**config.mk**
```make
export PLATFORM = sky130hd
export DESIGN_NAME = simd_alu_top
export DESIGN_NICKNAME = d
export VERILOG_FILES = /design/src/simd_pkg.sv /design/src/simd_op_decode.sv /design/src/simd_lane_adder.sv /design/src/simd_lane_compare.sv /design/src/simd_lane_shifter.sv /design/src/simd_lane_clz.sv /design/src/simd_result_sel.sv /design/src/simd_alu_top.sv
export SDC_FILE = /design/constraint.sdc
export NUM_CORES = 1
export LEC_CHECK = 0
export BUFFER_PORTS_ARGS = -buffer_cell sky130_fd_sc_hd__buf_2
export CAP_MARGIN = 20
export CELL_PAD_IN_SITES_DETAIL_PLACEMENT = 1
export CELL_PAD_IN_SITES_GLOBAL_PLACEMENT = 2
export CORE_MARGIN = 2
export CORE_UTILIZATION = 32
export DETAILED_ROUTE_END_ITERATION = 6
export PLACE_DENSITY = 0.83
export SLEW_MARGIN = 15
export SYNTH_ARGS = -nofsm -noshare
export SYNTH_HDL_FRONTEND = slang
export SYNTH_SLANG_ARGS = --single-unit
```
**constraint.sdc**
```tcl
create_clock -name clk_i -period 7.3 [get_ports clk_i]
set_input_delay 1.095 -clock clk_i [delete_from_list [all_inputs] [get_ports clk_i]]
set_output_delay 1.095 -clock clk_i [all_outputs]
set_load 0.05 [all_outputs]
```
**src/simd_pkg.sv**
```systemverilog
//////////////////////////////////////////////////
// Shared constants and types of the packed-SIMD ALU
// Opcodes, decoded control word and result word
//////////////////////////////////////////////////
`default_nettype none

package simd_pkg;

  localparam int XLEN     = 32;
  localparam int LANE8_W  = 8;
  localparam int LANE16_W = 16;
  localparam int SHAMT_W  = 5;

  // Saturation bounds
  localparam logic [LANE8_W-1:0]  SAT_S8_MAX  = 8'h7f;
  localparam logic [LANE8_W-1:0]  SAT_S8_MIN  = 8'h80;
  localparam logic [LANE8_W-1:0]  SAT_U8_MAX  = 8'hff;
  localparam logic [LANE16_W-1:0] SAT_S16_MAX = 16'h7fff;
  localparam logic [LANE16_W-1:0] SAT_S16_MIN = 16'h8000;
  localparam logic [LANE16_W-1:0] SAT_U16_MAX = 16'hffff;

  // 8-bit form on the even code, 16-bit form on the odd code
  typedef enum logic [5:0] {
    OP_ADD8,    OP_ADD16,    OP_SUB8,     OP_SUB16,
    OP_RADD8,   OP_RADD16,   OP_URADD8,   OP_URADD16,
    OP_RSUB8,   OP_RSUB16,   OP_URSUB8,   OP_URSUB16,
    OP_KADD8,   OP_KADD16,   OP_UKADD8,   OP_UKADD16,
    OP_KSUB8,   OP_KSUB16,   OP_UKSUB8,   OP_UKSUB16,
    OP_CMPEQ8,  OP_CMPEQ16,  OP_SCMPLT8,  OP_SCMPLT16,
    OP_SCMPLE8, OP_SCMPLE16, OP_UCMPLT8,  OP_UCMPLT16,
    OP_UCMPLE8, OP_UCMPLE16, OP_SMIN8,    OP_SMIN16,
    OP_SMAX8,   OP_SMAX16,   OP_UMIN8,    OP_UMIN16,
    OP_UMAX8,   OP_UMAX16,   OP_SRA8,     OP_SRA16,
    OP_SRL8,    OP_SRL16,    OP_SLL8,     OP_SLL16,
    OP_SRAI8,   OP_SRAI16,   OP_SRLI8,    OP_SRLI16,
    OP_SLLI8,   OP_SLLI16,   OP_CLZ8,     OP_CLZ16
  } simd_op_e;

  typedef enum logic {LANE_8, LANE_16} lane_w_e;

  typedef enum logic [1:0] {ADD_WRAP, ADD_HALVE, ADD_SAT} add_mode_e;

  typedef enum logic [2:0] {CMP_EQ, CMP_LT, CMP_LE, CMP_MIN, CMP_MAX} cmp_kind_e;

  typedef enum logic [1:0] {SH_SLL, SH_SRL, SH_SRA} shift_kind_e;

  typedef enum logic [2:0] {
    UNIT_ADD, UNIT_CMP, UNIT_MINMAX, UNIT_SHIFT, UNIT_CLZ
  } unit_e;

  // Decoded control, steers every lane unit
  typedef struct packed {
    lane_w_e     lane_w;
    logic        is_signed;
    logic        is_sub;
    add_mode_e   add_mode;
    cmp_kind_e   cmp_kind;
    shift_kind_e shift_kind;
    logic        use_imm;
    unit_e       unit;
  } simd_ctrl_t;

  typedef struct packed {
    logic [XLEN-1:0] data;
    logic            ov;
  } simd_res_t;

endpackage

`default_nettype wire

```
**src/simd_op_decode.sv**
```systemverilog
//////////////////////////////////////////////////
// Opcode decoder, purely combinational
// Turns one SIMD opcode into the lane-unit controls
//////////////////////////////////////////////////
`timescale 1ns/1ps
`default_nettype none

module simd_op_decode (
  input  simd_pkg::simd_op_e   op_i,
  output simd_pkg::simd_ctrl_t ctrl_o
);

  always_comb begin
    ctrl_o        = '0;
    ctrl_o.lane_w = simd_pkg::lane_w_e'(op_i[0]);

    // Result unit with its compare or shift flavor
    case (op_i)
      simd_pkg::OP_CMPEQ8, simd_pkg::OP_CMPEQ16: begin
        ctrl_o.unit     = simd_pkg::UNIT_CMP;
        ctrl_o.cmp_kind = simd_pkg::CMP_EQ;
      end
      simd_pkg::OP_SCMPLT8, simd_pkg::OP_SCMPLT16,
      simd_pkg::OP_UCMPLT8, simd_pkg::OP_UCMPLT16: begin
        ctrl_o.unit     = simd_pkg::UNIT_CMP;
        ctrl_o.cmp_kind = simd_pkg::CMP_LT;
      end
      simd_pkg::OP_SCMPLE8, simd_pkg::OP_SCMPLE16,
      simd_pkg::OP_UCMPLE8, simd_pkg::OP_UCMPLE16: begin
        ctrl_o.unit     = simd_pkg::UNIT_CMP;
        ctrl_o.cmp_kind = simd_pkg::CMP_LE;
      end
      simd_pkg::OP_SMIN8, simd_pkg::OP_SMIN16,
      simd_pkg::OP_UMIN8, simd_pkg::OP_UMIN16: begin
        ctrl_o.unit     = simd_pkg::UNIT_MINMAX;
        ctrl_o.cmp_kind = simd_pkg::CMP_MIN;
      end
      simd_pkg::OP_SMAX8, simd_pkg::OP_SMAX16,
      simd_pkg::OP_UMAX8, simd_pkg::OP_UMAX16: begin
        ctrl_o.unit     = simd_pkg::UNIT_MINMAX;
        ctrl_o.cmp_kind = simd_pkg::CMP_MAX;
      end
      simd_pkg::OP_SLL8, simd_pkg::OP_SLL16, simd_pkg::OP_SLLI8, simd_pkg::OP_SLLI16: begin
        ctrl_o.unit       = simd_pkg::UNIT_SHIFT;
        ctrl_o.shift_kind = simd_pkg::SH_SLL;
      end
      simd_pkg::OP_SRL8, simd_pkg::OP_SRL16, simd_pkg::OP_SRLI8, simd_pkg::OP_SRLI16: begin
        ctrl_o.unit       = simd_pkg::UNIT_SHIFT;
        ctrl_o.shift_kind = simd_pkg::SH_SRL;
      end
      simd_pkg::OP_SRA8, simd_pkg::OP_SRA16, simd_pkg::OP_SRAI8, simd_pkg::OP_SRAI16: begin
        ctrl_o.unit       = simd_pkg::UNIT_SHIFT;
        ctrl_o.shift_kind = simd_pkg::SH_SRA;
      end
      simd_pkg::OP_CLZ8, simd_pkg::OP_CLZ16: ctrl_o.unit = simd_pkg::UNIT_CLZ;
      default: ;
    endcase

    // Signed arithmetic and signed compares
    case (op_i)
      simd_pkg::OP_RADD8, simd_pkg::OP_RADD16, simd_pkg::OP_RSUB8, simd_pkg::OP_RSUB16,
      simd_pkg::OP_KADD8, simd_pkg::OP_KADD16, simd_pkg::OP_KSUB8, simd_pkg::OP_KSUB16,
      simd_pkg::OP_SCMPLT8, simd_pkg::OP_SCMPLT16, simd_pkg::OP_SCMPLE8, simd_pkg::OP_SCMPLE16,
      simd_pkg::OP_SMIN8, simd_pkg::OP_SMIN16, simd_pkg::OP_SMAX8, simd_pkg::OP_SMAX16:
        ctrl_o.is_signed = 1'b1;
      default: ;
    endcase

    case (op_i)
      simd_pkg::OP_RADD8, simd_pkg::OP_RADD16, simd_pkg::OP_URADD8, simd_pkg::OP_URADD16,
      simd_pkg::OP_RSUB8, simd_pkg::OP_RSUB16, simd_pkg::OP_URSUB8, simd_pkg::OP_URSUB16:
        ctrl_o.add_mode = simd_pkg::ADD_HALVE;
      simd_pkg::OP_KADD8, simd_pkg::OP_KADD16, simd_pkg::OP_UKADD8, simd_pkg::OP_UKADD16,
      simd_pkg::OP_KSUB8, simd_pkg::OP_KSUB16, simd_pkg::OP_UKSUB8, simd_pkg::OP_UKSUB16:
        ctrl_o.add_mode = simd_pkg::ADD_SAT;
      simd_pkg::OP_SLLI8, simd_pkg::OP_SLLI16, simd_pkg::OP_SRLI8, simd_pkg::OP_SRLI16,
      simd_pkg::OP_SRAI8, simd_pkg::OP_SRAI16:
        ctrl_o.use_imm = 1'b1;
      default: ;
    endcase

    // Compares and min/max need a minus b from the adder
    ctrl_o.is_sub = (ctrl_o.unit == simd_pkg::UNIT_CMP) ||
                    (ctrl_o.unit == simd_pkg::UNIT_MINMAX);
    case (op_i)
      simd_pkg::OP_SUB8, simd_pkg::OP_SUB16, simd_pkg::OP_RSUB8, simd_pkg::OP_RSUB16,
      simd_pkg::OP_URSUB8, simd_pkg::OP_URSUB16, simd_pkg::OP_KSUB8, simd_pkg::OP_KSUB16,
      simd_pkg::OP_UKSUB8, simd_pkg::OP_UKSUB16:
        ctrl_o.is_sub = 1'b1;
      default: ;
    endcase
  end

endmodule

`default_nettype wire

```
**src/simd_lane_adder.sv**
```systemverilog
//////////////////////////////////////////////////
// Lane adder built from four chained byte adders
// Gives wrapping, halving or saturating results
//////////////////////////////////////////////////
`timescale 1ns/1ps
`default_nettype none

module simd_lane_adder (
  input  simd_pkg::simd_ctrl_t      ctrl_i,
  input  logic [simd_pkg::XLEN-1:0] operand_a_i,
  input  logic [simd_pkg::XLEN-1:0] operand_b_i,
  output logic [simd_pkg::XLEN-1:0] diff_o,
  output simd_pkg::simd_res_t       res_o
);

  logic                      lane16;
  logic [3:0][7:0]           a_byte;
  logic [3:0][7:0]           b_byte;
  logic                      carry1, carry3;
  logic [8:0]                sum0, sum1, sum2, sum3;
  logic [3:0][8:0]           byte_sum;
  logic [3:0]                top;
  logic [3:0]                clamp8;
  logic [1:0]                clamp16;
  logic [simd_pkg::XLEN-1:0] wrap_res;
  logic [simd_pkg::XLEN-1:0] halve8, halve16;
  logic [simd_pkg::XLEN-1:0] sat8, sat16;

  assign lane16 = (ctrl_i.lane_w == simd_pkg::LANE_16);
  assign a_byte = operand_a_i;
  assign b_byte = ctrl_i.is_sub ? ~operand_b_i : operand_b_i;

  //////////////////////////////////////////////////
  // Byte adders
  //////////////////////////////////////////////////
  // Carry only crosses the inner byte boundary of a 16-bit lane
  assign carry1 = lane16 ? sum0[8] : ctrl_i.is_sub;
  assign carry3 = lane16 ? sum2[8] : ctrl_i.is_sub;

  assign sum0 = {1'b0, a_byte[0]} + {1'b0, b_byte[0]} + {8'b0, ctrl_i.is_sub};
  assign sum1 = {1'b0, a_byte[1]} + {1'b0, b_byte[1]} + {8'b0, carry1};
  assign sum2 = {1'b0, a_byte[2]} + {1'b0, b_byte[2]} + {8'b0, ctrl_i.is_sub};
  assign sum3 = {1'b0, a_byte[3]} + {1'b0, b_byte[3]} + {8'b0, carry3};

  assign byte_sum = {sum3, sum2, sum1, sum0};
  assign wrap_res = {sum3[7:0], sum2[7:0], sum1[7:0], sum0[7:0]};
  assign diff_o   = wrap_res;

  // Bit n of the true (n+1)-bit result, from the extended operand bits
  always_comb begin
    for (int k = 0; k < 4; k++) begin
      top[k] = (ctrl_i.is_signed & a_byte[k][7]) ^ byte_sum[k][8]
             ^ (ctrl_i.is_signed ? b_byte[k][7] : ctrl_i.is_sub);
    end
  end

  //////////////////////////////////////////////////
  // Halving and saturation
  //////////////////////////////////////////////////
  // Clamp when the true result does not fit the lane
  always_comb begin
    for (int k = 0; k < 4; k++) begin
      halve8[8*k +: 8] = {top[k], wrap_res[8*k+1 +: 7]};
      clamp8[k]        = top[k] ^ (ctrl_i.is_signed & wrap_res[8*k+7]);
      sat8[8*k +: 8]   = !clamp8[k]       ? wrap_res[8*k +: 8] :
                         ctrl_i.is_signed ? (top[k] ? simd_pkg::SAT_S8_MIN
                                                    : simd_pkg::SAT_S8_MAX) :
                         ctrl_i.is_sub    ? '0 : simd_pkg::SAT_U8_MAX;
    end
    for (int j = 0; j < 2; j++) begin
      halve16[16*j +: 16] = {top[2*j+1], wrap_res[16*j+1 +: 15]};
      clamp16[j]          = top[2*j+1] ^ (ctrl_i.is_signed & wrap_res[16*j+15]);
      sat16[16*j +: 16]   = !clamp16[j]      ? wrap_res[16*j +: 16] :
                            ctrl_i.is_signed ? (top[2*j+1] ? simd_pkg::SAT_S16_MIN
                                                           : simd_pkg::SAT_S16_MAX) :
                            ctrl_i.is_sub    ? '0 : simd_pkg::SAT_U16_MAX;
    end
  end

  always_comb begin
    case (ctrl_i.add_mode)
      simd_pkg::ADD_HALVE: res_o.data = lane16 ? halve16 : halve8;
      simd_pkg::ADD_SAT:   res_o.data = lane16 ? sat16 : sat8;
      default:             res_o.data = wrap_res;
    endcase
    res_o.ov = (ctrl_i.add_mode == simd_pkg::ADD_SAT) & (lane16 ? |clamp16 : |clamp8);
  end

endmodule

`default_nettype wire

```
**src/simd_lane_compare.sv**
```systemverilog
//////////////////////////////////////////////////
// Lane compare on the adder difference a minus b
// Drives compare masks and the min/max selection
//////////////////////////////////////////////////
`timescale 1ns/1ps
`default_nettype none

module simd_lane_compare (
  input  simd_pkg::simd_ctrl_t      ctrl_i,
  input  logic [simd_pkg::XLEN-1:0] operand_a_i,
  input  logic [simd_pkg::XLEN-1:0] operand_b_i,
  input  logic [simd_pkg::XLEN-1:0] diff_i,
  output logic [simd_pkg::XLEN-1:0] mask_o,
  output logic [simd_pkg::XLEN-1:0] minmax_o
);

  logic       lane16;
  logic [3:0] eq_byte, lt_byte;
  logic [3:0] eq_lane, lt_lane;
  logic [3:0] pick;

  assign lane16 = (ctrl_i.lane_w == simd_pkg::LANE_16);

  always_comb begin
    for (int k = 0; k < 4; k++) begin
      eq_byte[k] = (diff_i[8*k +: 8] == 8'h00);
      // Equal signs cannot overflow, so the difference sign decides
      lt_byte[k] = (operand_a_i[8*k+7] == operand_b_i[8*k+7]) ? diff_i[8*k+7]
                 : operand_a_i[8*k+7] ^ ~ctrl_i.is_signed;
    end
  end

  // One bit per byte, repeated over each 16-bit lane
  assign eq_lane = lane16 ? {{2{&eq_byte[3:2]}}, {2{&eq_byte[1:0]}}} : eq_byte;
  assign lt_lane = lane16 ? {{2{lt_byte[3]}}, {2{lt_byte[1]}}} : lt_byte;

  always_comb begin
    case (ctrl_i.cmp_kind)
      simd_pkg::CMP_LT:  pick = lt_lane;
      simd_pkg::CMP_LE:  pick = lt_lane | eq_lane;
      simd_pkg::CMP_MIN: pick = lt_lane;
      simd_pkg::CMP_MAX: pick = ~lt_lane;
      default:           pick = eq_lane;
    endcase
  end

  always_comb begin
    for (int k = 0; k < 4; k++) begin
      mask_o[8*k +: 8]   = {8{pick[k]}};
      minmax_o[8*k +: 8] = pick[k] ? operand_a_i[8*k +: 8] : operand_b_i[8*k +: 8];
    end
  end

endmodule

`default_nettype wire

```
**src/simd_lane_shifter.sv**
```systemverilog
//////////////////////////////////////////////////
// Lane shifter for logical and arithmetic shifts
// Left shifts run right on the bit-reversed word
//////////////////////////////////////////////////
`timescale 1ns/1ps
`default_nettype none

module simd_lane_shifter (
  input  simd_pkg::simd_ctrl_t         ctrl_i,
  input  logic [simd_pkg::XLEN-1:0]    operand_a_i,
  input  logic [simd_pkg::XLEN-1:0]    operand_b_i,
  input  logic [simd_pkg::SHAMT_W-1:0] imm_i,
  output logic [simd_pkg::XLEN-1:0]    result_o
);

  logic                          lane16;
  logic                          shift_left;
  logic                          arith;
  logic [simd_pkg::SHAMT_W-1:0]  amt_raw;
  logic [3:0]                    amt;
  logic [simd_pkg::LANE8_W-1:0]  mask8;
  logic [simd_pkg::LANE16_W-1:0] mask16;
  logic [3:0]                    lane_sign;
  logic [simd_pkg::XLEN-1:0]     src, shifted, lane_mask, res;

  assign lane16     = (ctrl_i.lane_w == simd_pkg::LANE_16);
  assign shift_left = (ctrl_i.shift_kind == simd_pkg::SH_SLL);
  assign arith      = (ctrl_i.shift_kind == simd_pkg::SH_SRA);

  // Amount modulo the lane width
  assign amt_raw = ctrl_i.use_imm ? imm_i : operand_b_i[simd_pkg::SHAMT_W-1:0];
  assign amt     = lane16 ? amt_raw[3:0] : {1'b0, amt_raw[2:0]};

  always_comb begin
    for (int i = 0; i < simd_pkg::XLEN; i++) begin
      src[i] = shift_left ? operand_a_i[simd_pkg::XLEN-1-i] : operand_a_i[i];
    end
  end

  assign shifted = src >> amt;

  // Thermometer mask drops bits pulled in from the next lane up
  assign mask8     = {simd_pkg::LANE8_W{1'b1}} >> amt;
  assign mask16    = {simd_pkg::LANE16_W{1'b1}} >> amt;
  assign lane_mask = lane16 ? {2{mask16}} : {4{mask8}};

  // Sign of each lane, one bit per byte
  assign lane_sign = !arith ? 4'b0000 :
                     lane16 ? {{2{src[31]}}, {2{src[15]}}} :
                              {src[31], src[23], src[15], src[7]};

  always_comb begin
    for (int i = 0; i < simd_pkg::XLEN; i++) begin
      res[i] = (shifted[i] & lane_mask[i]) | (lane_sign[i/8] & ~lane_mask[i]);
    end
    for (int i = 0; i < simd_pkg::XLEN; i++) begin
      result_o[i] = shift_left ? res[simd_pkg::XLEN-1-i] : res[i];
    end
  end

endmodule

`default_nettype wire

```
**src/simd_lane_clz.sv**
```systemverilog
//////////////////////////////////////////////////
// Per-lane count-leading-zeros
// Prefix chain feeding a popcount adder tree
//////////////////////////////////////////////////
`timescale 1ns/1ps
`default_nettype none

module simd_lane_clz (
  input  simd_pkg::simd_ctrl_t      ctrl_i,
  input  logic [simd_pkg::XLEN-1:0] operand_a_i,
  output logic [simd_pkg::XLEN-1:0] result_o
);

  logic                      lane16;
  logic [simd_pkg::XLEN-1:0] lead;
  logic [15:0][1:0]          cnt2;
  logic [7:0][2:0]           cnt4;
  logic [3:0][3:0]           cnt8;
  logic [1:0][4:0]           cnt16;

  assign lane16 = (ctrl_i.lane_w == simd_pkg::LANE_16);

  // Leading ones of the inverted operand, restarted at every lane top
  always_comb begin
    logic lane_top;
    lead[simd_pkg::XLEN-1] = ~operand_a_i[simd_pkg::XLEN-1];
    for (int i = simd_pkg::XLEN-2; i >= 0; i--) begin
      lane_top = (i % 8 == 7) && (!lane16 || (i % 16 == 15));
      lead[i]  = ~operand_a_i[i] & (lane_top | lead[i+1]);
    end
  end

  // Popcount tree, byte and halfword layers are the lane counts
  always_comb begin
    for (int i = 0; i < 16; i++) begin
      cnt2[i] = {1'b0, lead[2*i]} + {1'b0, lead[2*i+1]};
    end
    for (int i = 0; i < 8; i++) begin
      cnt4[i] = {1'b0, cnt2[2*i]} + {1'b0, cnt2[2*i+1]};
    end
    for (int i = 0; i < 4; i++) begin
      cnt8[i] = {1'b0, cnt4[2*i]} + {1'b0, cnt4[2*i+1]};
    end
    for (int i = 0; i < 2; i++) begin
      cnt16[i] = {1'b0, cnt8[2*i]} + {1'b0, cnt8[2*i+1]};
    end
  end

  assign result_o = lane16 ? {11'b0, cnt16[1], 11'b0, cnt16[0]}
                           : {4'b0, cnt8[3], 4'b0, cnt8[2], 4'b0, cnt8[1], 4'b0, cnt8[0]};

endmodule

`default_nettype wire

```
**src/simd_result_sel.sv**
```systemverilog
//////////////////////////////////////////////////
// Result stage, picks the unit output and
// registers it with the overflow flag and valid
//////////////////////////////////////////////////
`timescale 1ns/1ps
`default_nettype none

module simd_result_sel (
  input  logic                      clk_i,
  input  logic                      rst_i,
  input  logic                      valid_i,
  input  simd_pkg::simd_ctrl_t      ctrl_i,
  input  simd_pkg::simd_res_t       add_res_i,
  input  logic [simd_pkg::XLEN-1:0] cmp_mask_i,
  input  logic [simd_pkg::XLEN-1:0] minmax_i,
  input  logic [simd_pkg::XLEN-1:0] shift_i,
  input  logic [simd_pkg::XLEN-1:0] clz_i,
  output logic                      valid_o,
  output simd_pkg::simd_res_t       res_o
);

  simd_pkg::simd_res_t sel_res;

  // Only the adder raises ov
  always_comb begin
    sel_res = '0;
    case (ctrl_i.unit)
      simd_pkg::UNIT_ADD:    sel_res      = add_res_i;
      simd_pkg::UNIT_CMP:    sel_res.data = cmp_mask_i;
      simd_pkg::UNIT_MINMAX: sel_res.data = minmax_i;
      simd_pkg::UNIT_SHIFT:  sel_res.data = shift_i;
      simd_pkg::UNIT_CLZ:    sel_res.data = clz_i;
      default: ;
    endcase
  end

  always_ff @(posedge clk_i) begin
    if (rst_i) begin
      valid_o <= 1'b0;
      res_o   <= '0;
    end else begin
      valid_o <= valid_i;
      if (valid_i) begin
        res_o <= sel_res;
      end
    end
  end

endmodule

`default_nettype wire

```
**src/simd_alu_top.sv**
```systemverilog
//////////////////////////////////////////////////
// Packed-SIMD ALU top, one pipeline stage
// Strobe valid_i, result arrives one cycle later
//////////////////////////////////////////////////
`timescale 1ns/1ps
`default_nettype none

module simd_alu_top (
  input  logic                         clk_i,
  input  logic                         rst_i,
  input  logic                         valid_i,
  input  simd_pkg::simd_op_e           op_i,
  input  logic [simd_pkg::XLEN-1:0]    operand_a_i,
  input  logic [simd_pkg::XLEN-1:0]    operand_b_i,
  input  logic [simd_pkg::SHAMT_W-1:0] imm_i,
  output logic                         valid_o,
  output logic [simd_pkg::XLEN-1:0]    result_o,
  output logic                         ov_o
);

  simd_pkg::simd_ctrl_t      ctrl;
  simd_pkg::simd_res_t       add_res;
  simd_pkg::simd_res_t       res;
  logic [simd_pkg::XLEN-1:0] diff;
  logic [simd_pkg::XLEN-1:0] cmp_mask;
  logic [simd_pkg::XLEN-1:0] minmax;
  logic [simd_pkg::XLEN-1:0] shift_res;
  logic [simd_pkg::XLEN-1:0] clz_res;

  simd_op_decode u_decode (
    .op_i   (op_i),
    .ctrl_o (ctrl)
  );

  //////////////////////////////////////////////////
  // Lane units
  //////////////////////////////////////////////////
  simd_lane_adder u_adder (
    .ctrl_i      (ctrl),
    .operand_a_i (operand_a_i),
    .operand_b_i (operand_b_i),
    .diff_o      (diff),
    .res_o       (add_res)
  );

  simd_lane_compare u_compare (
    .ctrl_i      (ctrl),
    .operand_a_i (operand_a_i),
    .operand_b_i (operand_b_i),
    .diff_i      (diff),
    .mask_o      (cmp_mask),
    .minmax_o    (minmax)
  );

  simd_lane_shifter u_shifter (
    .ctrl_i      (ctrl),
    .operand_a_i (operand_a_i),
    .operand_b_i (operand_b_i),
    .imm_i       (imm_i),
    .result_o    (shift_res)
  );

  simd_lane_clz u_clz (
    .ctrl_i      (ctrl),
    .operand_a_i (operand_a_i),
    .result_o    (clz_res)
  );

  // Output register
  simd_result_sel u_result (
    .clk_i      (clk_i),
    .rst_i      (rst_i),
    .valid_i    (valid_i),
    .ctrl_i     (ctrl),
    .add_res_i  (add_res),
    .cmp_mask_i (cmp_mask),
    .minmax_i   (minmax),
    .shift_i    (shift_res),
    .clz_i      (clz_res),
    .valid_o    (valid_o),
    .res_o      (res)
  );

  assign result_o = res.data;
  assign ov_o     = res.ov;

endmodule

`default_nettype wire

```
Word-level counts from Yosys, hierarchy flattened:

Index checks and enable logic that the tools add are counted.

* bits in registers: 34
* latch bits: 0
* memory bits (writable): 0
* memory bits (read-only): 0
* input bits: 78
* word-level logic and storage cells: 479
* memories: 0

* add/sub/neg operators: 38
* multiply operators: 0
* div/mod/pow operators: 0
* $lt $le $gt $ge: 0
* equal/unequal tests: 65
* shift operators: 3
* muxes and demuxes: 121
* bitwise gates (word level): 221
* reductions and logical operators: 28

Operators with widths (count)
* $pmux W32 S5: 1
* $mux W8: 17
* $eq A6 B6 Y1 const B: 20
* $mux W16: 7
* $and A1 B1 Y1: 103
* $eq A6 B5 Y1 const B: 16
* $mux W32: 3
* $mux W1: 79
* $not A1 Y1: 65
* $pmux W32 S2: 1
* $eq A6 B4 Y1 const B: 8
* $add A8 B8 Y9: 4
* $add A9 B1 Y9: 4
* $or A1 B1 Y1: 34
* $add A1 B1 Y2: 16
* $logic_not A8 Y1: 4
* $not A32 Y32: 1
* $shr A32 B4 Y32: 1
* $mux W28: 1
* $reduce_or A4 Y1: 7
* $add A2 B2 Y3: 8
* $eq A6 B3 Y1 const B: 4
* $mux W24: 1
* $pmux W3 S4: 2
* 29 further kinds: 69

Depth between registers and ports, before layout:

Gate-level depths: netlist of run 1.

* word-level depth: 23
* mapped depth: 27
* gate-level depth less buffers: 26

Cells and area by module:

A second synthesis of run 1 with hierarchy kept.

* cell total of the unflattened synthesis: 1475
* area, all modules: 11574.9 µm²

By module, submodules not included
* simd_lane_adder: instances 1, cells each 462, area an instance 3233.1 µm², sequential area each 0.0 µm²
* simd_lane_shifter: instances 1, cells each 337, area an instance 2876.5 µm², sequential area each 0.0 µm²
* simd_result_sel: instances 1, cells each 336, area an instance 2672.6 µm², sequential area each 680.7 µm²
* simd_lane_clz: instances 1, cells each 167, area an instance 1392.6 µm², sequential area each 0.0 µm²
* simd_lane_compare: instances 1, cells each 123, area an instance 1054.8 µm², sequential area each 0.0 µm²
* simd_op_decode: instances 1, cells each 50, area an instance 345.3 µm², sequential area each 0.0 µm²

Least setup slack after synthesis of run 1:

Ideal clock, no wire load.

* path type: input -> register
* start: in op_i[1]
* end: reg u_result.res_o[10] (netlist name)
* library setup time: 0.150 ns
* data arrival time: 7.127 ns
* path slack: 0.023 ns
* cell stages on the path: 25
* path through: buf_4 > nor2b_1 > o21ai_2 > o21ai_1 > clkbuf_1 > xor2_1 > ha_1 > nor2b_1 > o311a_1 > o31ai_1 > a21oi_1 > nor2_1 > nor2_1 > fa_1 > fa_1 > xor2_1 > or3_1 > or3_1 > or4_1 > nor2_1 > a21o_1 > buf_6 > mux2_2 > a221oi_1 > a311oi_1

* word-level cells in the longest chain between the ends: 19

RTL lines
* start, declared: RTL line simd_alu_top.sv:12 `input simd_pkg::simd_op_e op_i,`
* $eq A6 B6 Y1, or another cell as far along: RTL line simd_op_decode.sv:18 `case (op_i)`
* $reduce_or A12 Y1 (no source line), or another cell as far along
* $pmux W3 S4: RTL line simd_op_decode.sv:18
* $eq A3 B1 Y1 / $eq A3 B2 Y1 (equally long branches): RTL line simd_op_decode.sv:83, simd_result_sel.sv:27, simd_op_decode.sv:84
* $logic_or A1 B1 Y1: RTL line simd_op_decode.sv:83 `ctrl_o.is_sub = (ctrl_o.unit == simd_pkg::UNIT_CMP) ||`
* $mux W1: RTL line simd_op_decode.sv:85 `case (op_i)`
* $mux W32: RTL line simd_lane_adder.sv:31 `assign b_byte = ctrl_i.is_sub ? ~operand_b_i : operand_b_i;`
* $add A8 B8 Y9: RTL line simd_lane_adder.sv:40 `assign sum0 = {1'b0, a_byte[0]} + {1'b0, b_byte[0]} + {8'b0, ctrl_i.is_sub};`
* (+2 left out)
* $add A9 B1 Y9: RTL line simd_lane_adder.sv:41 `assign sum1 = {1'b0, a_byte[1]} + {1'b0, b_byte[1]} + {8'b0, carry1};`
* $xor A1 B1 Y1: RTL line simd_lane_adder.sv:52 `top[k] = (ctrl_i.is_signed & a_byte[k][7]) ^ byte_sum[k][8]`
* $xor A1 B1 Y1: RTL line simd_lane_adder.sv:53 `^ (ctrl_i.is_signed ? b_byte[k][7] : ctrl_i.is_sub);`
* $mux W8 / $mux W16 (equally long branches) (2 in a row): RTL line simd_lane_adder.sv:66, simd_lane_adder.sv:74
* $mux W8 / $mux W16 (equally long branches): RTL line simd_lane_adder.sv:65, simd_lane_adder.sv:73
* $mux W32: RTL line simd_lane_adder.sv:83 `simd_pkg::ADD_SAT: res_o.data = lane16 ? sat16 : sat8;`
* $pmux W32 S2: RTL line simd_lane_adder.sv:81 `case (ctrl_i.add_mode)`
* $pmux W32 S5 (*): RTL line simd_result_sel.sv:27 `case (ctrl_i.unit)`
* end signal, assigned: RTL line simd_result_sel.sv:44 `res_o <= sel_res;`
* end, declared: RTL line simd_result_sel.sv:19 `output simd_pkg::simd_res_t res_o`

Mark *: on every way between the ends. The rest lies on a longest branch, timed or not.
A chain may end at the register's enable or synchronous reset.

Worst setup path after layout of run 1:

* start: in operand_a_i[13] (netlist name)
* end: reg u_result.res_o[5] (netlist name)

* word-level cells in the longest chain between the ends: 22

RTL lines
* start, declared: RTL line simd_alu_top.sv:13 `input logic [simd_pkg::XLEN-1:0] operand_a_i,`
* $not A1 Y1: RTL line simd_lane_clz.sv:29 `lead[i] = ~operand_a_i[i] & (lane_top | lead[i+1]);`
* $and A1 B1 Y1 (6 in a row): RTL line simd_lane_clz.sv:29
* $or A1 B1 Y1: RTL line simd_lane_clz.sv:29
* $and A1 B1 Y1 (8 in a row): RTL line simd_lane_clz.sv:29
* $add A1 B1 Y2: RTL line simd_lane_clz.sv:36 `cnt2[i] = {1'b0, lead[2*i]} + {1'b0, lead[2*i+1]};`
* $add A2 B2 Y3: RTL line simd_lane_clz.sv:39 `cnt4[i] = {1'b0, cnt2[2*i]} + {1'b0, cnt2[2*i+1]};`
* $add A3 B3 Y4: RTL line simd_lane_clz.sv:42 `cnt8[i] = {1'b0, cnt4[2*i]} + {1'b0, cnt4[2*i+1]};`
* $add A4 B4 Y5: RTL line simd_lane_clz.sv:45 `cnt16[i] = {1'b0, cnt8[2*i]} + {1'b0, cnt8[2*i+1]};`
* $mux W28: RTL line simd_lane_clz.sv:49 `assign result_o = lane16 ? {11'b0, cnt16[1], 11'b0, cnt16[0]}`
* $pmux W32 S5 (*): RTL line simd_result_sel.sv:27

Marks and branches as above.

==> run_results.csv, run 1 <==
group,metric,value,unit
status,status,"finished clean",
die,core,31560,µm²
sta,final_min_period_over_clock_period,95.06,%
placed_design,dp_hpwl,42.89,mm
logic_synthesis,synthAdderAreaFrac,10.98,%
final_layout,nNetsFinal,1683,
pwr,cellLeakagePower,4.880,nW
clock_tree,postCtsSetupBuffers,0,
routing,detail_route.iter0.violations,1251,
setup_path,worstPathMaxFanout,2,
logic_synthesis,netlist-cell-type-count,102,
sta,timing.slew.headroom,37.59,%
die,die_w,183.1,µm
die,floorplan.die.height,183.1,µm
clock_tree,clk_path_buf_depth,2,
routing,drtPass1Iterations,5,
sta,tns,0,ns
sta,finalSetupViolCount,0,
routing,detail_route.vias_per_cell,6.511,
setup_path,regToRegSetupSlack,6.26,ns
final_layout,fillCellCount,3990,
grt,first_global_vias,12380,
logic_synthesis,synth.largest_area_cell,"sky130_fd_sc_hd__ha_1",
grt,initial_antenna_violation_count,3,
clock_tree,cts.repair.resized,0,
logic_synthesis,synth_top_family_by_area,"compound AO/OA/AOI/OAI gates",
setup_path,endpoint_kind,"flip-flop",
placed_design,routabilityCongestion,0.9841,
setup_path,critical-path-top-delay-family,"adder cells",
routing,avgRoutedWirePerCell,27.91,µm
logic_synthesis,ys_seq_elements,34,
logic_synthesis,syn-mean-instance-area,7.210,µm²
routing,vias,12570,
routing,drt_wl_total,53.87,mm
logic_synthesis,synth_area,10260,µm²
setup_path,worst_path_most_repeated_cell,"sky130_fd_sc_hd__fa_1",
logic_synthesis,synth-main-ff-cell,"sky130_fd_sc_hd__dfxtp_1",
pwr,pwr_density_cell,167.6,nW/µm²
logic_synthesis,fraction_of_synthesized_area_in_multiplexers,10.61,%
clock_tree,clock_insertion_delay_worst_skew,0.29,ns
grt,gr_util_all_layers,31.40,%
grt,grt_overflow_total,0,
logic_synthesis,synthCells,1423,
die,io-pin-count,112,
logic_synthesis,synthTopCellsByArea,"sky130_fd_sc_hd__ha_1 7.1%, sky130_fd_sc_hd__dfxtp_1 6.6%, sky130_fd_sc_hd__nand2_1 5.1%",
clock_tree,number_of_clock_sinks,34,
clock_tree,cts.clk_slew.worst_paths,0.06,ns
sta,hold_ws,0.4631,ns
sta,drv_slew,0,
clock_tree,ctsHoldBuffers,0,
die,die_area,33510,µm²
logic_synthesis,ys_async_sr_fraction,0,%
job,max-cap-violations,0,
placed_design,port-buffer-count,110,
final_layout,diodes,0,
sta,fmax,0.1441,GHz
grt,grt_start_max_net_pins,41,
routing,final_antenna_net_count,0,
logic_synthesis,synth_enable_flop_cells,0,
final_layout,layout-area-overhead-vs-synth,14.54,%
logic_synthesis,synth.yosys.seq_area_share,6.634,%
clock_tree,clock_tree_from_tritoncts,"done",
worst_hold_path,worstHoldPathType,"reg2reg",
logic_synthesis,post-synth-top-count-cell,"sky130_fd_sc_hd__nand2_1",
sta,clock_skew,0,ns
pwr,ir_drop,0.09290,mV
setup_path,arrival,7.07,ns
logic_synthesis,yosys.area.top_type_share,7.073,%
setup_path,critPathSlowestCell,"sky130_fd_sc_hd__fa_1",
logic_synthesis,synth_xor_area_share,7.012,%
grt,grt_pass1_wl,79.30,mm
final_layout,share_of_the_core_filled_with_cells_in_the_final_layout,37.24,%
die,placement_rows,65,
logic_synthesis,synth_compound_gate_area_share,35.54,%
setup_path,worstPathBufferInverterCount,4,
sta,worst_pin_slew,0.9351,ns
clock_tree,cts-buffers-inserted,5,
logic_synthesis,yosysWarningCount,0,
clock_tree,cts.root.buffer_cell,"sky130_fd_sc_hd__clkbuf_16",
logic_synthesis,synth_common_cells,"139 x sky130_fd_sc_hd__nand2_1, 136 x sky130_fd_sc_hd__nor2_1, 98 x sky130_fd_sc_hd__a21oi_1",
final_layout,drive_gt1_share,20.62,%
sta,timing.final.crit_period,6.939,ns
clock_tree,level_count_of_the_clock_h_tree,2,
sta,final_hold_viol_count,0,
setup_path,cp_launch_type,"input port",
setup_path,timing.critical_path.slowest_cell_delay,0.55,ns
setup_path,crit_required,7.43,ns
sta,rsz_0062_raised_after_global_routing,"no",
logic_synthesis,synth.net_count,1579,
die,effective_utilization_at_floorplan,32.51,%
routing,route.detailed.drc,0,
setup_path,timing.setup.critical_path_class,"in2reg",
logic_synthesis,synthSimpleGateAreaFrac,23.48,%
worst paths after layout:
kind / start / end / cells after the start
worst max-delay path: operand_a_i[13] / u_result.res_o[5]$_SDFFE_PP0P_ / 26
worst min-delay path: u_result.res_o[0]$_SDFFE_PP0P_ / u_result.res_o[0]$_SDFFE_PP0P_ / 2
worst max register to register: u_result.res_o[4]$_SDFFE_PP0P_ / u_result.res_o[4]$_SDFFE_PP0P_ / 4
worst min register to register: u_result.res_o[0]$_SDFFE_PP0P_ / u_result.res_o[0]$_SDFFE_PP0P_ / 2
power by group:
group / leakage, nW / total (W) / switching [W] / internal [W]
Combinational: 4.51 / 0.00149 / 0.000959 / 0.000528
Clock: 0.0836 / 0.000249 / 0.0000892 / 0.000160
Sequential: 0.282 / 0.000234 / 0.0000259 / 0.000208
Total: 4.88 / 0.00197 / 0.00107 / 0.000896
stage by stage:
| step | setup slack (ns) | power [W] | cells | cell area (µm²) |
|---|---|---|---|---|
| after detailed placement | -0.1795 | 0.001675 | 1921 | 11500 |
| after CTS | 0.1182 | 0.001930 | 1929 | 11670 |
| after floorplan | 0.02283 | 0.001174 | 1423 | 10260 |
| after global placement | -0.07154 | 0.001648 | 1921 | 11500 |
| after global routing | 0.0001754 | 0.002079 | 1930 | 11750 |
| final | 0.3607 | 0.001970 | 1930 | 11750 |
tightest hold or removal path: cells and delay by family, from the launching register on:
family / cells / cell delay, ns
AO/OA/AOI/OAI: 1 / 0.05
flip-flops: 1 / 0.31
AND/OR/NAND/NOR: 1 / 0.06
logic make-up after synthesis:
kind of cell / count (synthesis)
AOI/OAI and AO/OA: 523
xor gates and xnor gates: 77
adders and majority gates: 78
buffers and inverters: 134
DFF: 34
muxes: 88
and+or+nand+nor: 489
cells in the final DEF (no fill, tap or decap), types with 31 or more instances in the layout:
| master | n |
|---|---|
| sky130_fd_sc_hd__a211oi_1 | 39 |
| sky130_fd_sc_hd__a21oi_1 | 96 |
| sky130_fd_sc_hd__buf_2 | 110 |
| sky130_fd_sc_hd__buf_4 | 77 |
| sky130_fd_sc_hd__dfxtp_1 | 34 |
| sky130_fd_sc_hd__ha_1 | 58 |
| sky130_fd_sc_hd__inv_1 | 41 |
| sky130_fd_sc_hd__mux2i_1 | 43 |
| sky130_fd_sc_hd__nand2_1 | 139 |
| sky130_fd_sc_hd__nand3_1 | 43 |
| sky130_fd_sc_hd__nor2_1 | 135 |
| sky130_fd_sc_hd__o211ai_1 | 31 |
| sky130_fd_sc_hd__o21ai_0 | 88 |
| sky130_fd_sc_hd__xor2_1 | 50 |
registers in the layout, indices dropped and copies added (netlist names):
register and count:
u_result.valid_o 1, u_result.res_o 33
layout make-up:
class	instances	area, µm²	share of cell area [%]
tap	402	503.0	4.280
timing repair buffer	188	1149	9.774
inverter	43	161.4	1.374
multi-input combinational	1255	9092	77.37
clock buffer	5	125.1	1.065
clock inverter	3	40.04	0.3407
sequential	34	680.7	5.792
metal layers:
layer | track usage (%) | part of all wire, % | vias up
li1 | - | - | 5598
met3 | 4.448 | 7.9 | 152
met2 | 50.55 | 45 | 636
met5 | 0 | 0 | -
met1 | 40.60 | 41 | 6180
met4 | 16.93 | 6.1 | 0
(Power assumes the default switching activity.)
==> run 2: changes to the inputs <==
--- a/config.mk
+++ b/config.mk
@@ -10,9 +10,9 @@
 export CELL_PAD_IN_SITES_DETAIL_PLACEMENT = 1
 export CELL_PAD_IN_SITES_GLOBAL_PLACEMENT = 2
 export CORE_MARGIN = 2
-export CORE_UTILIZATION = 32
+export CORE_UTILIZATION = 35
 export DETAILED_ROUTE_END_ITERATION = 6
-export PLACE_DENSITY = 0.83
+export PLACE_DENSITY = 0.86
 export SLEW_MARGIN = 15
 export SYNTH_ARGS = -nofsm -noshare
 export SYNTH_HDL_FRONTEND = slang
==> constraint.sdc (replaced) <==
create_clock -name clk_i -period 6.6 [get_ports clk_i]
set_input_delay 0.99 -clock clk_i [delete_from_list [all_inputs] [get_ports clk_i]]
set_output_delay 0.99 -clock clk_i [all_outputs]
set_load 0.05 [all_outputs]
==> run_results.csv, run 2 (synthesis gave the netlist of run 1 again) <==
group,metric,value,unit
status,status,"finished with violations",
status,failed_checks,"setup timing",
setup_path,critical-path-top-delay-family,"adder cells",
setup_path,worstPathBufferInverterCount,4,
clock_tree,clock_tree_from_tritoncts,"done",
sta,tns,-0.2459,ns
die,core,28780,µm²
setup_path,r2r-end,"u_result.res_o[4]$_SDFFE_PP0P_",
placed_design,routabilityCongestion,1.042,
sta,drv_slew,0,
placed_design,placedInstanceArea,12330,µm²
setup_path,arrival,6.87,ns
worst_hold_path,hold-path-cell-count,2,
grt,grt_start_max_net_pins,41,
final_layout,most-common-layout-cells,"208 x sky130_fd_sc_hd__buf_4, 139 x sky130_fd_sc_hd__nand2_1, 134 x sky130_fd_sc_hd__nor2_1, 108 x sky130_fd_sc_hd__buf_2, 91 x sky130_fd_sc_hd__a21oi_1",
final_layout,nNetsFinal,1817,
final_layout,layout-area-overhead-vs-synth,27.57,%
final_layout,largest_reg_flops,33,
final_layout,fin_cells,2046,
setup_path,timing.critical_path.slowest_cell_delay,0.51,ns
pwr,pwr_density_cell,187.6,nW/µm²
clock_tree,cts.clk_slew.worst_paths,0.07,ns
die,io-pin-count,112,
pwr,p_sw,0.001289,W
pwr,internal-power,0.001166,W
setup_path,worstPathMaxFanout,2,
die,die_area,30700,µm²
clock_tree,cts-buffers-inserted,5,
final_layout,diodes,0,
sta,clock_skew,0,ns
setup_path,cp_launch_type,"input port",
setup_path,critPathLaunch,"operand_a_i[15]",
pwr,clock_power_share,13.3,%
routing,route.detailed.drc,0,
setup_path,timing.setup.critical_path_class,"in2reg",
setup_path,regToRegSetupSlack,5.43,ns
clock_tree,number_of_clock_sinks,34,
grt,initial_antenna_violation_count,3,
pwr,swShare,52.49,%
pwr,p_total,0.002455,W
pwr,pwr-share-comb,76.6,%
grt,grt_pass1_wl,85.24,mm
job,max-cap-violations,0,
clock_tree,level_count_of_the_clock_h_tree,2,
sta,final_hold_viol_count,0,
clock_tree,cts.root.buffer_cell,"sky130_fd_sc_hd__clkbuf_16",
setup_path,worstReg2RegStart,"u_result.res_o[4]$_SDFFE_PP0P_",
sta,final.setup.worst_slack,-0.1373,ns
setup_path,worst_r2r_path_depth,4,
setup_path,critPathSlowestCell,"sky130_fd_sc_hd__fa_1",
pwr,cellLeakagePower,5.541,nW
die,die_w,175.2,µm
sta,final_min_period_over_clock_period,102.1,%
final_layout,max_flop_register,"u_result.res_o",
placed_design,port-buffer-count,110,
grt,gr_util_all_layers,36.71,%
routing,avgRoutedWirePerCell,28.26,µm
clock_tree,clk_path_buf_depth,2,
final_layout,mostFrequentLayoutCell,"sky130_fd_sc_hd__buf_4",
clock_tree,clock_insertion_delay_worst_skew,0.29,ns
grt,grt_overflow_total,0,
sta,fmax,0.1484,GHz
pwr,power.sequential.fraction,10.1,%
pwr,ir_drop,0.1155,mV
sta,rsz_0062_raised_after_global_routing,"yes",
worst_hold_path,worstHoldPathType,"reg2reg",
routing,drt_wl_total,57.81,mm
sta,worst_pin_slew,0.9455,ns
placed_design,dp.cells,2007,
sta,timing.final.crit_period,6.737,ns
worst_hold_path,holdCritStartpoint,"u_result.res_o[0]$_SDFFE_PP0P_",
final_layout,drive_gt1_share,29.42,%
routing,drtPass1Iterations,6,
grt,first_global_vias,13170,
sta,finalSetupViolCount,3,
die,placement_rows,62,
routing,vias,13320,
final_layout,fillCellCount,3637,
routing,detail_route.iter0.violations,1649,
final_layout,final_area,13090,µm²
setup_path,endpoint_kind,"flip-flop",
worst_hold_path,hold-path-endpoint,"u_result.res_o[0]$_SDFFE_PP0P_",
die,floorplan.die.height,175.2,µm
die,effective_utilization_at_floorplan,35.65,%
final_layout,reg.largest.list,"u_result.res_o: 33 flops, u_result.valid_o: 1 flops",
sta,timing.slew.headroom,36.69,%
routing,final_antenna_net_count,0,
placed_design,dp_hpwl,45.41,mm
routing,detail_route.vias_per_cell,6.508,
setup_path,crit_required,6.74,ns
-- run 2: cell count changes in the layout (fill, tap and decap cells not counted), sizes merged --
cell	change
buf	+134
bufinv	+1
clkinv	-1
-- run 2: metal layers --
metal  GRT usage, %  wire length (µm)  vias to the layer above
met5              0                 0                        -
met4          18.85              3776                        0
met3          5.244              4859                      207
met2          57.09             25360                      706
met1          49.29             23820                     6540
li1               -                 -                     5863
-- run 2: cell type report --
cell class              instances  area [µm²]  share of cell area, %
clock inverters                 3       68.82                 0.5258
multi-input cells            1255        9382                  71.68
clock buffers                   5       125.1                 0.9559
flip-flops and latches         34       680.7                  5.200
inverters                      43       161.4                  1.233
repair buffers                322        2191                  16.74
well taps                     384       480.5                  3.671
-- run 2: timing repair --
action                     in CTS  in global routing
setup endpoints to repair      11                 33
gates resized for setup        25                 34
buffers inserted               23                  8
pin swaps                      19                 24
hold buffers                    0                  0
-- run 2: power groups by stage --
stage                     logic [W]  registers, W  clock network, W
after global placement      0.00173      0.000251                 0
after detailed placement    0.00177      0.000252                 0
final                       0.00188      0.000248          0.000327
after CTS                   0.00179      0.000248          0.000325
after global routing        0.00198      0.000250          0.000333
after floorplan            0.000977      0.000330                 0
-- run 2: worst max path at each step --
stage / endpoint / slack (ns) / cells after the start
floorplan: u_result.res_o[10]$_SDFFE_PP0P_ / -0.04 / 25
global placement: u_result.res_o[4]$_SDFFE_PP0P_ / -0.39 / 28
detailed placement: u_result.res_o[19]$_SDFFE_PP0P_ / -0.61 / 24
CTS: u_result.res_o[18]$_SDFFE_PP0P_ / -0.008 / 23
global route: u_result.res_o[5]$_SDFFE_PP0P_ / -0.34 / 26
finish: u_result.res_o[5]$_SDFFE_PP0P_ / -0.14 / 26
-- run 2: per-stage QoR --
step | setup WS [ns] | utilization, % | hold WS, ns
floorplan | -0.04190 | - | 0.6880
global placement | -0.3869 | 42.85 | 0.4598
detailed placement | -0.6128 | 42.85 | 0.4586
CTS | -0.008229 | 44.61 | 0.4675
global route | -0.3355 | 45.48 | 0.5063
finish | -0.1373 | 45.48 | 0.4713
-- run 2: worst register-to-register path, stage by stage, from the launching register on --
cell                       delay [ns]
sky130_fd_sc_hd__dfxtp_1         0.35
sky130_fd_sc_hd__o21bai_1        0.32
sky130_fd_sc_hd__a211oi_1        0.09
sky130_fd_sc_hd__o211ai_1        0.18
sky130_fd_sc_hd__nand3_1         0.11
==> run 3: changes to the inputs <==
--- a/config.mk
+++ b/config.mk
@@ -9,7 +9,6 @@
 export CAP_MARGIN = 20
 export CELL_PAD_IN_SITES_DETAIL_PLACEMENT = 1
 export CELL_PAD_IN_SITES_GLOBAL_PLACEMENT = 2
-export CORE_MARGIN = 2
 export CORE_UTILIZATION = 35
 export DETAILED_ROUTE_END_ITERATION = 6
 export PLACE_DENSITY = 0.86
==> run_results.csv, run 3 (synthesis gave the netlist of run 1 again) <==
group,metric,value,unit
status,status,"finished with violations",
status,failed_checks,"setup timing",
final_layout,share_of_the_core_filled_with_cells_in_the_final_layout,46.94,%
routing,final_antenna_net_count,0,
clock_tree,cts.root.buffer_cell,"sky130_fd_sc_hd__clkbuf_16",
final_layout,mostFrequentLayoutCell,"sky130_fd_sc_hd__buf_4",
final_layout,fillCellCount,3596,
placed_design,dp_hpwl,44.59,mm
grt,grt_start_max_net_pins,39,
clock_tree,clk_path_buf_depth,2,
placed_design,port-buffer-count,110,
grt,initial_antenna_violation_count,2,
die,io-pin-count,112,
placed_design,routabilityCongestion,1.004,
pwr,internal-power,0.001118,W
setup_path,timing.setup.critical_path_class,"in2reg",
final_layout,layout-area-overhead-vs-synth,31.66,%
grt,global_route.usage.met3,5.658,%
grt,first_global_vias,13380,
sta,clock_skew,0,ns
sta,drv_slew,0,
die,die_area,30000,µm²
worst_hold_path,holdCritStartpoint,"u_result.res_o[0]$_SDFFE_PP0P_",
setup_path,worstPathMaxFanout,3,
clock_tree,level_count_of_the_clock_h_tree,2,
routing,drtPass1Iterations,5,
setup_path,crit_required,6.76,ns
setup_path,timing.critical_path.slowest_cell_delay,0.61,ns
setup_path,endpoint_kind,"flip-flop",
final_layout,nNetsFinal,1833,
worst_hold_path,hold-path-cell-count,2,
worst_hold_path,worstHoldPathType,"reg2reg",
pwr,p_total,0.002386,W
setup_path,critPathSlowestCell,"sky130_fd_sc_hd__fa_2",
grt,grtUsageMet1,47.87,%
grt,grt_use_met2,59.04,%
sta,final_min_period_over_clock_period,102.2,%
grt,grt_overflow_total,0,
setup_path,worst_path_most_repeated_cell,"sky130_fd_sc_hd__buf_4",
die,effective_utilization_at_floorplan,35.65,%
final_layout,largest_reg_flops,33,
sta,final_hold_viol_count,0,
final_layout,most-common-layout-cells,"215 x sky130_fd_sc_hd__buf_4, 132 x sky130_fd_sc_hd__nand2_1, 131 x sky130_fd_sc_hd__nor2_1, 102 x sky130_fd_sc_hd__buf_2, 88 x sky130_fd_sc_hd__a21oi_1",
pwr,ir_drop,0.08401,mV
pwr,clock_power_share,10.2,%
sta,timing.final.crit_period,6.748,ns
final_layout,diodes,0,
clock_tree,number_of_clock_sinks,34,
clock_tree,clock_tree_from_tritoncts,"done",
sta,worst_pin_slew,1.288,ns
sta,finalSetupViolCount,11,
pwr,pwr-share-comb,79.1,%
setup_path,arrival,6.90,ns
setup_path,cp_launch_type,"input port",
clock_tree,clock_insertion_delay_worst_skew,0.29,ns
grt,grt_pass1_wl,84.95,mm
sta,rsz_0062_raised_after_global_routing,"yes",
worst_hold_path,hold-path-endpoint,"u_result.res_o[0]$_SDFFE_PP0P_",
die,placement_rows,62,
final_layout,reg.largest.list,"u_result.res_o: 33 flops, u_result.valid_o: 1 flops",
clock_tree,cts-buffers-inserted,5,
sta,final.setup.worst_slack,-0.1477,ns
pwr,p_sw,0.001268,W
sta,timing.slew.headroom,13.79,%
clock_tree,ctsHoldBuffers,0,
routing,drt_wl_total,57.88,mm
setup_path,regToRegSetupSlack,5.46,ns
clock_tree,cts.clk_slew.worst_paths,0.06,ns
final_layout,max_flop_register,"u_result.res_o",
setup_path,r2r-end,"u_result.res_o[4]$_SDFFE_PP0P_",
routing,detail_route.iter0.violations,1404,
setup_path,worstReg2RegStart,"u_result.res_o[4]$_SDFFE_PP0P_",
grt,top_usage_layer,"met2",
final_layout,drive_gt1_share,32.60,%
pwr,pwr_density_cell,176.7,nW/µm²
die,floorplan.die.height,173.2,µm
job,max-cap-violations,0,
pwr,cellLeakagePower,5.702,nW
routing,detail_route.vias_per_cell,6.588,
grt,gr_util_all_layers,37.14,%
setup_path,worst_r2r_path_depth,4,
pwr,power.sequential.fraction,10.7,%
routing,route.detailed.drc,0,
die,die_w,173.2,µm
pwr,swShare,53.14,%
die,core,28780,µm²
routing,avgRoutedWirePerCell,28.07,µm
sta,fmax,0.1482,GHz
routing,vias,13580,
run 3: power groups by stage:
stage | logic (W) | registers, W | clock network, W
after floorplan | 0.000977 | 0.000330 | 0
after global placement | 0.00169 | 0.000256 | 0
after detailed placement | 0.00173 | 0.000257 | 0
after CTS | 0.00176 | 0.000253 | 0.000247
after global routing | 0.00200 | 0.000255 | 0.000255
final | 0.00189 | 0.000255 | 0.000244
run 3: critical path: cells and delay by family:
kind,cells,cell delay (ns)
compound gates,5,0.72
xor+xnor,1,0.09
fa+ha+maj,3,1.05
buf+inv,22,2.80
mux,1,0.16
simple gates,6,1.08
run 3: routing by layer:
metal	vias to the layer above	wire, µm	share of wire, %
met4	0	3821	6.6
li1	5882	-	-
met5	-	0	0
met3	230	4908	8.5
met2	758	25640	44
met1	6714	23510	41
run 3: worst max path at each step:
stage | start | end | slack, ns | cells past startpoint
CTS | operand_a_i[15] | u_result.res_o[4]$_SDFFE_PP0P_ | -0.19 | 29
global route | operand_a_i[15] | u_result.res_o[4]$_SDFFE_PP0P_ | -0.33 | 29
global placement | op_i[2] | u_result.res_o[23]$_SDFFE_PP0P_ | -0.39 | 25
floorplan | op_i[5] | u_result.res_o[10]$_SDFFE_PP0P_ | -0.04 | 25
detailed placement | operand_a_i[15] | u_result.res_o[4]$_SDFFE_PP0P_ | -0.59 | 29
finish | operand_a_i[15] | u_result.res_o[4]$_SDFFE_PP0P_ | -0.15 | 38
run 3: layout make-up:
class | count | area, µm² | share of cell area [%]
Multi-Input combinational cell | 1255 | 9652 | 71.45
Inverter | 43 | 161.4 | 1.195
Clock buffer | 7 | 142.6 | 1.056
Clock inverter | 1 | 5.005 | 0.03705
Sequential cell | 34 | 680.7 | 5.039
Tap cell | 384 | 480.5 | 3.557
Timing Repair Buffer | 338 | 2386 | 17.66
run 3: stage by stage:
step	hold WS, ns	cells	cell area, µm²	setup WS [ns]	setup TNS, ns
floorplan	0.6880	1423	10350	-0.04190	-0.04190
global placement	0.4549	2003	12300	-0.3902	-6.080
detailed placement	0.4689	2003	12300	-0.5932	-10.92
CTS	0.4774	2036	12780	-0.1884	-0.3961
global route	0.5033	2062	13510	-0.3265	-3.638
finish	0.4778	2062	13510	-0.1477	-0.6057
run 3: repair_timing:
action                     CTS  global route
setup endpoints to repair   26            32
resized for setup           27           110
pin swaps                   29            72
buffers inserted            26            27
